$ cat src/source/conv1_pkg.sv
package conv1_pkg;

  // data widths
  localparam int PIX_W     = 8;                     // signed pixel
  localparam int WGT_W     = 8;                     // signed weight
  localparam int PROD_W    = PIX_W + WGT_W;         // full product of one tap, 16b
  localparam int PSUM_W    = 20;                    // 9 products of 16b fit without wrap

  // kernel and array geometry
  localparam int TAPS      = 3;                     // kernel width
  localparam int PE_ROWS   = 3;                     // kernel height, one pe per row
  localparam int FILT_W    = TAPS * WGT_W;          // one kernel row, byte c = tap c
  localparam int PIX_BUS_W = PE_ROWS * PIX_W;       // three stacked pixel rows

  // image geometry
  localparam int IMG_W     = 16;                    // columns per image row
  localparam int COL_W     = $clog2(IMG_W + 1);     // col counter has to hold IMG_W itself

  // pipeline timing, in enable steps
  // tap reg + product reg + psum reg through PE0, plus one psum hop per lower PE
  localparam int PIPE_LAT  = 5;

  // weight load bookkeeping
  localparam int LD_CNT_W  = $clog2(PE_ROWS + 1);   // counts loads up to PE_ROWS

  // weight state of the column
  typedef enum logic [1:0] {
    ST_EMPTY,                                       // nothing loaded since reset
    ST_LOADING,                                     // some rows in, chain not full
    ST_READY                                        // every pe holds a kernel row
  } ctrl_state_e;

endpackage

$ cat src/source/tap_shift_register.sv
`timescale 1ns/10ps
module tap_shift_register (
  input  logic                        clk,
  input  logic                        rst_n,
  input  logic                        en,          // global step enable
  input  logic [conv1_pkg::PIX_W-1:0] pix_in,      // next pixel of this row
  output logic [conv1_pkg::PIX_W-1:0] tap_0,       // newest pixel
  output logic [conv1_pkg::PIX_W-1:0] tap_1,       // one step older
  output logic [conv1_pkg::PIX_W-1:0] tap_2        // oldest pixel of the window
);

  import conv1_pkg::*;

  // three-deep window over the pixel row
  // taps show a pixel one step after it is presented
  always_ff @(posedge clk) begin
    if (!rst_n) begin
      tap_0 <= '0;                                  // empty window after reset
      tap_1 <= '0;
      tap_2 <= '0;
    end else if (en) begin
      tap_0 <= pix_in;                              // newest in
      tap_1 <= tap_0;                               // age by one column
      tap_2 <= tap_1;                               // old tap_2 drops out
    end
  end

endmodule

$ cat src/source/mult_pipe.sv
`timescale 1ns/10ps
module mult_pipe (
  input  logic                         clk,
  input  logic                         rst_n,
  input  logic                         en,         // clock enable of the multiplier
  input  logic [conv1_pkg::PIX_W-1:0]  a,          // signed pixel
  input  logic [conv1_pkg::WGT_W-1:0]  b,          // signed weight
  output logic [conv1_pkg::PROD_W-1:0] p           // signed product, one step late
);

  import conv1_pkg::*;

  logic signed [PROD_W-1:0] prod_d;                 // combinational product

  // both operands signed so the 16b result is a true signed product
  assign prod_d = $signed(a) * $signed(b);

  // behavioral stand-in for the registered multiplier ip
  always_ff @(posedge clk) begin
    if (!rst_n) begin
      p <= '0;                                      // product reg clears on reset
    end else if (en) begin
      p <= prod_d;                                  // capture on enable step only
    end
  end

endmodule

$ cat src/source/pe_unit_conv1.sv
`timescale 1ns/10ps
module pe_unit_conv1 (
  input  logic                         clk,
  input  logic                         rst_n,
  input  logic                         en,          // global step enable
  input  logic                         weight_load, // shift kernel rows, ignores en
  input  logic [conv1_pkg::FILT_W-1:0] filt_in,     // kernel row from pe above or top
  input  logic [conv1_pkg::PIX_W-1:0]  pix_in,      // pixel row, already skewed
  input  logic [conv1_pkg::PSUM_W-1:0] psum_in,     // partial sum from pe above
  output logic [conv1_pkg::FILT_W-1:0] filt_out,    // held kernel row, feeds pe below
  output logic [conv1_pkg::PIX_W-1:0]  pix_out,     // newest tap forwarded
  output logic [conv1_pkg::PSUM_W-1:0] psum_out     // registered partial sum
);

  import conv1_pkg::*;

  logic [FILT_W-1:0] wgt_q;                         // kernel row held by this pe
  logic [PIX_W-1:0]  tap   [TAPS];                  // window, index 0 newest
  logic [PROD_W-1:0] prod  [TAPS];                  // registered tap products
  logic [PSUM_W-1:0] prod_ext [TAPS];               // products sign extended to psum width
  logic [PSUM_W-1:0] psum_d;                        // next partial sum

  // weight register, loads on every strobe so the three pes act as one shift path
  always_ff @(posedge clk) begin
    if (!rst_n) begin
      wgt_q <= '0;                                  // no kernel after reset
    end else if (weight_load) begin
      wgt_q <= filt_in;                             // take row from above
    end
  end

  assign filt_out = wgt_q;                          // old row moves one pe down

  // pixel window of this kernel row
  tap_shift_register i_taps (
    .clk    (clk),
    .rst_n  (rst_n),
    .en     (en),
    .pix_in (pix_in),
    .tap_0  (tap[0]),
    .tap_1  (tap[1]),
    .tap_2  (tap[2])
  );

  assign pix_out = tap[0];                          // unused at top, kept for chaining

  // one registered multiplier per tap, weight byte c times tap c
  for (genvar c = 0; c < TAPS; c++) begin : g_mult
    mult_pipe i_mult (
      .clk   (clk),
      .rst_n (rst_n),
      .en    (en),
      .a     (tap[c]),
      .b     (wgt_q[c*WGT_W +: WGT_W]),
      .p     (prod[c])
    );

    // replicate sign bit up to psum width
    assign prod_ext[c] = {{(PSUM_W-PROD_W){prod[c][PROD_W-1]}}, prod[c]};
  end

  // two's complement sum, 20b wide enough so no wrap
  assign psum_d = psum_in + prod_ext[0] + prod_ext[1] + prod_ext[2];

  always_ff @(posedge clk) begin
    if (!rst_n) begin
      psum_out <= '0;                               // chain starts clean
    end else if (en) begin
      psum_out <= psum_d;                           // one step after the products
    end
  end

  // frozen step must not disturb the sum handed to the next pe
  a_psum_hold: assert property (
    @(posedge clk) disable iff (!rst_n)
    !en |=> $stable(psum_out)
  );

endmodule

$ cat src/source/row_skew.sv
`timescale 1ns/10ps
module row_skew (
  input  logic                            clk,
  input  logic                            rst_n,
  input  logic                            en,       // global step enable
  input  logic [conv1_pkg::PIX_BUS_W-1:0] pix_in,   // byte k is row k, row 0 on top
  output logic [conv1_pkg::PIX_W-1:0]     row_0,    // no delay
  output logic [conv1_pkg::PIX_W-1:0]     row_1,    // one step late
  output logic [conv1_pkg::PIX_W-1:0]     row_2     // two steps late
);

  import conv1_pkg::*;

  logic [PIX_W-1:0] row_1_q;                        // single stage for row 1
  logic [PIX_W-1:0] row_2_q [2];                    // two stages for row 2

  // each lower pe sees its psum one step after the pe above,
  // so its pixels must arrive that much later too
  assign row_0 = pix_in[0*PIX_W +: PIX_W];          // pe0 heads the chain

  always_ff @(posedge clk) begin
    if (!rst_n) begin
      row_1_q    <= '0;
      row_2_q[0] <= '0;
      row_2_q[1] <= '0;
    end else if (en) begin
      row_1_q    <= pix_in[1*PIX_W +: PIX_W];       // row 1 one step behind
      row_2_q[0] <= pix_in[2*PIX_W +: PIX_W];       // row 2 first stage
      row_2_q[1] <= row_2_q[0];                     // row 2 second stage
    end
  end

  assign row_1 = row_1_q;
  assign row_2 = row_2_q[1];

endmodule

$ cat src/source/conv1_ctrl.sv
`timescale 1ns/10ps
module conv1_ctrl (
  input  logic clk,
  input  logic rst_n,
  input  logic en,                                  // global step enable
  input  logic row_start,                           // this step carries column 0
  input  logic weight_load,                         // kernel row shift strobe
  output logic weights_ready,                       // all pes hold a kernel row
  output logic out_valid                            // psum_out window fully inside row
);

  import conv1_pkg::*;

  ctrl_state_e         state;                       // weight state
  ctrl_state_e         state_next;
  logic [LD_CNT_W-1:0] load_cnt;                    // loads seen, saturates at PE_ROWS
  logic [COL_W-1:0]    col_cnt;                     // index the next column will get
  logic [COL_W-1:0]    col_idx;                     // index of the column on this step
  logic                win_ok;                      // full 3 wide window this column
  logic [PIPE_LAT-1:0] vld_pipe;                    // window flags in flight

  // weight state machine, runs on load strobes even with en low
  always_comb begin
    state_next = state;
    case (state)
      ST_EMPTY: begin
        if (weight_load) state_next = ST_LOADING;   // first row in
      end
      ST_LOADING: begin
        if (weight_load && (load_cnt == LD_CNT_W'(PE_ROWS - 1))) begin
          state_next = ST_READY;                    // last pe filled
        end
      end
      default: begin
        state_next = state;                         // extra loads just shift kernel
      end
    endcase
  end

  always_ff @(posedge clk) begin
    if (!rst_n) begin
      state         <= ST_EMPTY;
      load_cnt      <= '0;
      weights_ready <= 1'b0;
    end else begin
      state         <= state_next;
      weights_ready <= (state_next == ST_READY);    // registered copy of ready state
      if (weight_load && (load_cnt != LD_CNT_W'(PE_ROWS))) begin
        load_cnt <= load_cnt + 1'b1;                // stop counting once full
      end
    end
  end

  // column position, row_start forces column 0 on this same step
  assign col_idx = row_start ? '0 : col_cnt;

  // window needs TAPS-1 older columns of the same row
  assign win_ok = (col_idx >= COL_W'(TAPS - 1)) &&
                  (col_idx <  COL_W'(IMG_W)) &&
                  weights_ready;

  always_ff @(posedge clk) begin
    if (!rst_n) begin
      col_cnt  <= COL_W'(IMG_W);                    // parked until first row_start
      vld_pipe <= '0;
    end else if (en) begin
      if (col_idx < COL_W'(IMG_W)) begin
        col_cnt <= col_idx + 1'b1;
      end else begin
        col_cnt <= COL_W'(IMG_W);                   // saturate past end of row
      end
      vld_pipe <= {vld_pipe[PIPE_LAT-2:0], win_ok}; // follows the data pipe step by step
    end
  end

  assign out_valid = vld_pipe[PIPE_LAT-1];          // lines up with pe2 psum

  // ready flag and state register never disagree
  a_ready_state: assert property (
    @(posedge clk) disable iff (!rst_n)
    weights_ready == (state == ST_READY)
  );

  // no valid result before the kernel is complete
  a_valid_after_ready: assert property (
    @(posedge clk) disable iff (!rst_n)
    $rose(out_valid) |-> weights_ready
  );

endmodule

$ cat src/source/conv1_column_top.sv
`timescale 1ns/10ps
module conv1_column_top (
  input  logic                            clk,
  input  logic                            rst_n,
  input  logic                            en,            // freezes all data state when low
  input  logic                            row_start,     // column 0 of a new row
  input  logic [conv1_pkg::PIX_BUS_W-1:0] pix_in,        // three pixel rows, row 0 in byte 0
  input  logic                            weight_load,   // shift kernel rows down
  input  logic [conv1_pkg::FILT_W-1:0]    weight_in,     // kernel row into pe0
  output logic                            weights_ready,
  output logic [conv1_pkg::PSUM_W-1:0]    psum_out,      // 3x3 result from pe2
  output logic                            out_valid
);

  import conv1_pkg::*;

  logic [PIX_W-1:0]  row_0, row_1, row_2;           // skewed pixel rows
  logic [FILT_W-1:0] filt_0, filt_1;                // weight shift path pe0->pe1->pe2
  logic [PSUM_W-1:0] psum_0, psum_1;                // psum chain pe0->pe1->pe2

  row_skew i_skew (
    .clk    (clk),
    .rst_n  (rst_n),
    .en     (en),
    .pix_in (pix_in),
    .row_0  (row_0),
    .row_1  (row_1),
    .row_2  (row_2)
  );

  pe_unit_conv1 i_pe_0 (                            // top kernel row, chain head
    .clk         (clk),
    .rst_n       (rst_n),
    .en          (en),
    .weight_load (weight_load),
    .filt_in     (weight_in),
    .pix_in      (row_0),
    .psum_in     ('0),                              // nothing above pe0
    .filt_out    (filt_0),
    .pix_out     (),
    .psum_out    (psum_0)
  );

  pe_unit_conv1 i_pe_1 (
    .clk         (clk),
    .rst_n       (rst_n),
    .en          (en),
    .weight_load (weight_load),
    .filt_in     (filt_0),
    .pix_in      (row_1),
    .psum_in     (psum_0),
    .filt_out    (filt_1),
    .pix_out     (),
    .psum_out    (psum_1)
  );

  pe_unit_conv1 i_pe_2 (                            // bottom row, oldest loaded kernel row
    .clk         (clk),
    .rst_n       (rst_n),
    .en          (en),
    .weight_load (weight_load),
    .filt_in     (filt_1),
    .pix_in      (row_2),
    .psum_in     (psum_1),
    .filt_out    (),                                // row shifted past pe2 is dropped
    .pix_out     (),
    .psum_out    (psum_out)
  );

  conv1_ctrl i_ctrl (
    .clk           (clk),
    .rst_n         (rst_n),
    .en            (en),
    .row_start     (row_start),
    .weight_load   (weight_load),
    .weights_ready (weights_ready),
    .out_valid     (out_valid)
  );

endmodule

$ cat config.mk
export PLATFORM = sky130hd
export DESIGN_NAME = conv1_column_top
export DESIGN_NICKNAME = d
export VERILOG_FILES = /design/src/source/conv1_pkg.sv /design/src/source/tap_shift_register.sv /design/src/source/mult_pipe.sv /design/src/source/pe_unit_conv1.sv /design/src/source/row_skew.sv /design/src/source/conv1_ctrl.sv /design/src/source/conv1_column_top.sv
export SDC_FILE = /design/constraint.sdc
export NUM_CORES = 2
export LEC_CHECK = 0
export BUFFER_PORTS_ARGS = -buffer_cell sky130_fd_sc_hd__buf_2
export CAP_MARGIN = 20
export CORE_ASPECT_RATIO = 1.4
export CORE_MARGIN = 2
export CORE_UTILIZATION = 45
export DETAILED_ROUTE_END_ITERATION = 8
export PLACE_DENSITY = 0.7
export SKIP_LAST_GASP = 1
export SYNTH_ARGS = -nofsm -noshare
export SYNTH_HDL_FRONTEND = slang
export SYNTH_HIERARCHICAL = 1
export SYNTH_SLANG_ARGS = --single-unit
$ cat constraint.sdc
create_clock -name clk -period 4.45 [get_ports clk]
set_input_delay 0.2225 -clock clk [delete_from_list [all_inputs] [get_ports clk]]
set_output_delay 0.2225 -clock clk [all_outputs]
set_load 0.005 [all_outputs]
**After elaboration in Yosys (flattened, before gate mapping)**

Memories as Yosys holds them, arrays and structs flattened. A register that Yosys moved wholly into a read port is not among the register bits.
Cells that the tools add are included.
W data, S select, Z words.

- $add $sub $neg: 10
- $mul: 9
- Divide/modulo/power cells: 0
- Magnitude comparators: 2
- Eq/ne operators: 4
- Shifts and indexed selects: 0
- Muxes and demuxes: 11
- Bitwise operators: 2
- Reduce and logical (&&, ||, !) cells: 6

Operators by type and width:

| kind | count |
|---|---|
| $mul A8 B8 Y16 | 9 |
| $add A20 B20 Y20 | 7 |
| $add A16 B16 Y17 | 1 |
| $mux W8 | 2 |
| $mux W5 | 2 |
| $add A5 B1 Y5 const B | 1 |
| $ge A5 B2 Y1 const B | 1 |
| $lt A5 B5 Y1 const B | 1 |
| $eq A2 B2 Y1 const B | 2 |
| $logic_and A1 B1 Y1 | 4 |
| $mux W1 | 4 |
| $mux W2 | 2 |
| $pmux W2 S2 | 1 |
| $add A2 B1 Y2 const B | 1 |
| $eq A2 B1 Y1 const B | 1 |
| $logic_not A2 Y1 | 1 |
| $ne A2 B2 Y1 const B | 1 |
| $or A1 B1 Y1 | 2 |
| $logic_not A1 Y1 | 1 |

- Flip-flop bits (word level): 363
- Bits in latches: 0
- RAM bits: 16
- ROM bits: 0
- Logic and storage cells: 74
- Memories: 1

Memories:

| name | depth | bits a word | read ports | clocked after Yosys merged registers in | wr ports | line | source |
|---|---|---|---|---|---|---|---|
| i_skew.row_2_q | 2 | 8 | 2 | 1 | 2 | row_skew.sv:15 | `logic [PIX_W-1:0] row_2_q [2];` |

**Depth between registers and ports, before layout**

- Word-level depth: 5
- Mapped depth: 17
- Depth with buffers taken out: 17

**Modules after synthesis**

Netlist, hierarchy kept.

By module, submodules not included:

| module | times used | cells each | area each (µm²) | seq. area each (µm²) |
|---|---|---|---|---|
| mult_pipe (i_pe_0.g_mult[0].i_mult ...) | 4 | 346 | 3183.1 | 320.3 |
| mult_pipe (i_pe_1.g_mult[2].i_mult ...) | 4 | 342 | 3089.2 | 320.3 |
| pe_unit_conv1 (i_pe_0 ...) | 2 | 421 | 3656.0 | 880.8 |
| pe_unit_conv1 (i_pe_2) | 1 | 415 | 3694.8 | 880.8 |
| mult_pipe (i_pe_1.g_mult[1].i_mult) | 1 | 346 | 3166.8 | 320.3 |
| tap_shift_register | 3 | 77 | 929.6 | 480.5 |
| row_skew | 1 | 78 | 1053.5 | 640.6 |
| conv1_ctrl | 1 | 76 | 739.5 | 300.3 |
| conv1_column_top | 1 | 1 | 3.8 | 0.0 |

**Worst setup path before layout**

Ideal clock, no wire load.

- Path kind: register to register
- Start: reg i_pe_1.wgt_q[15] (netlist: i_pe_1/filt_out[15])
- End: reg i_pe_1/g_mult[1].i_mult/p[13] (netlist bit)
- Library setup time: 0.118 ns
- Data arrival time: 4.002 ns
- Slack: 0.330 ns
- Cell stages (with the launch flop): 14
- Cells stage by stage: dfxtp_1 -> nor2b_1 -> fa_1 -> fa_1 -> fa_1 -> inv_1 -> fa_1 -> inv_1 -> ha_1 -> a2111oi_4 -> o21ai_2 -> a41oi_2 -> xor2_1 -> o21ai_1

- Cells in the longest elaborated chain, start to end: 1

RTL lines:

| item | line | source |
|---|---|---|
| start, declared | pe_unit_conv1.sv:17 | `logic [FILT_W-1:0] wgt_q;` |
| start signal, assigned | pe_unit_conv1.sv:28 | `wgt_q <= filt_in;` |
| $mul A8 B8 Y16 | mult_pipe.sv:16 | `assign prod_d = $signed(a) * $signed(b);` |
| end signal, assigned | mult_pipe.sv:23 | `p <= prod_d;` |
| end, declared | mult_pipe.sv:8 | `output logic [conv1_pkg::PROD_W-1:0] p` |

No other way between the ends.
A chain may end at the register's enable or synchronous reset.

**Final worst setup path**

- Start: reg i_pe_0/i_taps/tap_0[2] (netlist bit)
- End: reg i_pe_0/g_mult[0].i_mult/p[13] (netlist bit)

- Cells in the longest elaborated chain, start to end: 1

RTL lines:

| item | line | source |
|---|---|---|
| start, declared | tap_shift_register.sv:7 | `output logic [conv1_pkg::PIX_W-1:0] tap_0,` |
| start signal, assigned | tap_shift_register.sv:22 | `tap_0 <= pix_in;` |
| $mul A8 B8 Y16 | mult_pipe.sv:16 |  |
| end signal, assigned | mult_pipe.sv:23 |  |
| end, declared | mult_pipe.sv:8 |  |

No other way between the ends.

==> run_results.csv <==
group,metric,value,unit
finish,syn_to_final_growth,10.6,%
power,p_leak,23.1,nW
setup_path,crit_fanout,6,
global_route,grt_use_total,0.214,
setup_path,worstPathRequired,4940,ps
die,dieWidth,268,µm
logic_synthesis,ys_top_cells_by_area,"fa_1, dfxtp_1, ha_1, inv_1, and2_1",
global_route,grt_pass1_wl,173,mm
global_route,overflow,0,
logic_synthesis,syn_avg_cell_area,9.25,µm²
drt,routedWlPerCell,16.4,µm
finish,fin_area,48500,µm²
sta,rsz0062_at_grt,"true",
clock_tree,clkSlewWorstSetupHoldPaths,70,ps
global_route,grt_max_degree,104,
place,io_buffers,74,
power,vdd_drop_max,0.000250,V
finish,nFillCells,9090,
drt,postRouteAntennaNets,0,
finish,multiInputGateArea,31500,µm²
sta,fmax,234,MHz
drt,first_iter_violations,1217,
finish,fin_util,0.502,
finish,final_layout_size_suffix_gt1_frac,0.0905,
setup_path,r2r_start,"i_pe_0/i_taps/tap_0[2]$_SDFFE_PN0P_",
place,place_congestion,0.901,
logic_synthesis,ys.warnings.count,6,
die,coreArea,96600,µm²
sta,timing_max_transition_violations_final,0,
drt,drc,0,
sta,relSlewSlack,0.451,
global_route,antenna_found_initial,1,
logic_synthesis,ys_seq_elements,387,
sta,final.setup_skew,24.6,ps
setup_path,cp-end-kind,"flip-flop",
clock_tree,clock_sinks,387,
sta,fin_tns_setup,0,ps
logic_synthesis,synth_edf_count,16,
logic_synthesis,synthCells,4741,
logic_synthesis,yosys.area.top_type,"fa_1",
place,dp_hpwl,83.3,mm
logic_synthesis,syn_area,43800,µm²
drt,via_per_inst,5.09,
logic_synthesis,yosys.cell_types.count,86,
power,p_per_area,214,nW/µm²
global_route,grt_pass1_vias,34483,
drt,finalWirelength,103,mm
logic_synthesis,synth_top_area_frac,0.278,
finish,num-nets-final,5922,
setup_path,ff2ff_setup_slack,180,ps
power,total_power,10.4,mW
die,ios,75,
clock_tree,htreeDepth,2,
logic_synthesis,synth_seq_area_share,0.180,
worst_hold_path,min_from,"rst_n",
sta,fin_crit_sh,0.959,
drt,vias,31943,
worst_hold_path,min_path_cells,2,
setup_path,timing.critical_path.from_type,"flip-flop",
setup_path,r2r_end,"i_pe_0/g_mult[0].i_mult/p[13]$_SDFFE_PN0P_",
clock_tree,numCtsBuffers,47,
setup_path,worstPathArrival,4750,ps
die,die_y,373,µm
clock_tree,cts.path.max_buffers,3,
worst_hold_path,min_to,"i_pe_0/i_taps/tap_2[7]$_SDFFE_PN0P_",
clock_tree,clock_latency,610,ps
logic_synthesis,async_flop_share,0,
flow_run,maxCapViolCount,0,
logic_synthesis,synth_flop_cell,"dfxtp_1",
sta,setup_violations,0,
finish,regArea,8000,µm²
outcome,outcome,"completed",
clock_tree,clock-root-buffer,"clkbuf_16",
setup_path,worstRegToRegCells,13,
die,initial_core_util,0.454,
sta,tightest_slew,823,ps
die,dieArea,100000,µm²
die,rows,135,
setup_path,setup.worst_path.class,"reg2reg",
clock_tree,cts_tree,"yes",
worst_hold_path,hold_class,"in2reg",
sta,period_minus_slack,4270,ps
sta,hold_violations,0,
logic_synthesis,synth_common_cells,"inv_1, fa_1, and2_1",
drt,firstDrtPassIters,5,
clock_tree,post_cts.repair.setup_buffers,0,
logic_synthesis,synth.most_common_cell,"inv_1",
place,place_area,46200,µm²
## where the power goes
part	leakage (nW)	internal, mW	switching, mW
clock network	0.782	2.38	1.72
logic	19.1	0.999	1.38
registers	3.22	3.68	0.204
## layout make-up
class                      instances  share of cell area
antenna                            1           0.0000516
clock buffer                      59              0.0267
clock inverter                    27             0.00658
inverter                        1048              0.0811
multi-input combinational       3210               0.649
sequential                       387               0.165
tap                             1301              0.0336
timing repair buffer             244              0.0385
## state kept, by name, summed over array words and instances, names as in the netlist, 16 cells and up
| name | cells |
|---|---|
| i_pe_0/filt_out | 24 |
| i_pe_0/g_mult.i_mult/p | 48 |
| i_pe_0/psum_out | 20 |
| i_pe_1/filt_out | 24 |
| i_pe_1/g_mult.i_mult/p | 48 |
| i_pe_1/psum_out | 20 |
| i_pe_2/filt_out | 24 |
| i_pe_2/g_mult.i_mult/p | 48 |
| i_pe_2/psum_out | 20 |
| i_skew/row_2_q | 16 |
## metrics by stage
stage | setup slack (ps) | hold WS, ps | std cells
6_report | 184 | 127 | 6277
5_1_grt | -33.5 | 162 | 6277
2_1_floorplan | 330 | 340 | 4760
3_5_place_dp | -68.9 | 446 | 6141
4_1_cts | 2.38 | 110 | 6276
3_3_place_gp | -60.8 | 442 | 6141
## worst max-delay path, stage by stage, from the launching register on
cell	delay, ps
dfxtp_1	460
and2_1	200
fa_1	460
fa_1	530
fa_1	550
inv_1	60
fa_1	550
inv_1	50
ha_1	300
a2111oi_4	350
o21ai_2	130
a41oi_2	230
xor2_1	210
o21ai_1	80
## what timing repair did
action,in CTS,in global routing
hold endpoints to repair,49,0
endpoints found under the setup margin,6,41
hold buffers,49,0
pin swaps,0,2
resized for setup,5,90
## worst max path at each step
stage	start	endpoint	cells after the start
floorplan	i_pe_1/filt_out[15]$_SDFFE_PN0P_	i_pe_1/g_mult[1].i_mult/p[13]$_SDFFE_PN0P_	13
finish	i_pe_0/i_taps/tap_0[2]$_SDFFE_PN0P_	i_pe_0/g_mult[0].i_mult/p[13]$_SDFFE_PN0P_	13
detailed placement	i_pe_1/i_taps/tap_1[7]$_SDFFE_PN0P_	i_pe_1/g_mult[1].i_mult/p[15]$_SDFFE_PN0P_	14
global placement	i_pe_1/i_taps/tap_1[7]$_SDFFE_PN0P_	i_pe_1/g_mult[1].i_mult/p[15]$_SDFFE_PN0P_	14
CTS	i_pe_0/filt_out[6]$_SDFFE_PN0P_	i_pe_0/g_mult[0].i_mult/p[13]$_SDFFE_PN0P_	14
global route	i_pe_2/i_taps/tap_1[7]$_SDFFE_PN0P_	i_pe_2/g_mult[1].i_mult/p[15]$_SDFFE_PN0P_	12
## metal layers
metal / track usage / share of wire / vias to the layer above
met5: 0 / 0 / -
met4: 0.109 / 0.057 / 0
met3: 0.0208 / 0.023 / 231
met2: 0.406 / 0.54 / 494
met1: 0.231 / 0.38 / 15866
li1: - / - / 15352
## cells in the final DEF (no fill, tap or decap), types with 105 or more instances in the layout
cell type  instances
inv_1           1039
fa_1             606
and2_1           408
ha_1             318
dfxtp_1          313
mux2i_1          233
nor2b_1          227
nand2_1          214
nor2_1           167
a21oi_1          123
buf_4            116
xnor2_1          105
## kinds of logic after synthesis
logic type / count (synthesis) / share of synthesized area
and+or+nand+nor: 1290 / 0.165
buffers and inverters: 1163 / 0.106
adders and majority gates: 931 / 0.370
AOI/OAI and AO/OA: 589 / 0.0960
DFF: 387 / 0.180
muxes: 243 / 0.0558
xor gates and xnor gates: 137 / 0.0274
other: 1 / 0.0000855
(Power assumes the default switching activity.)
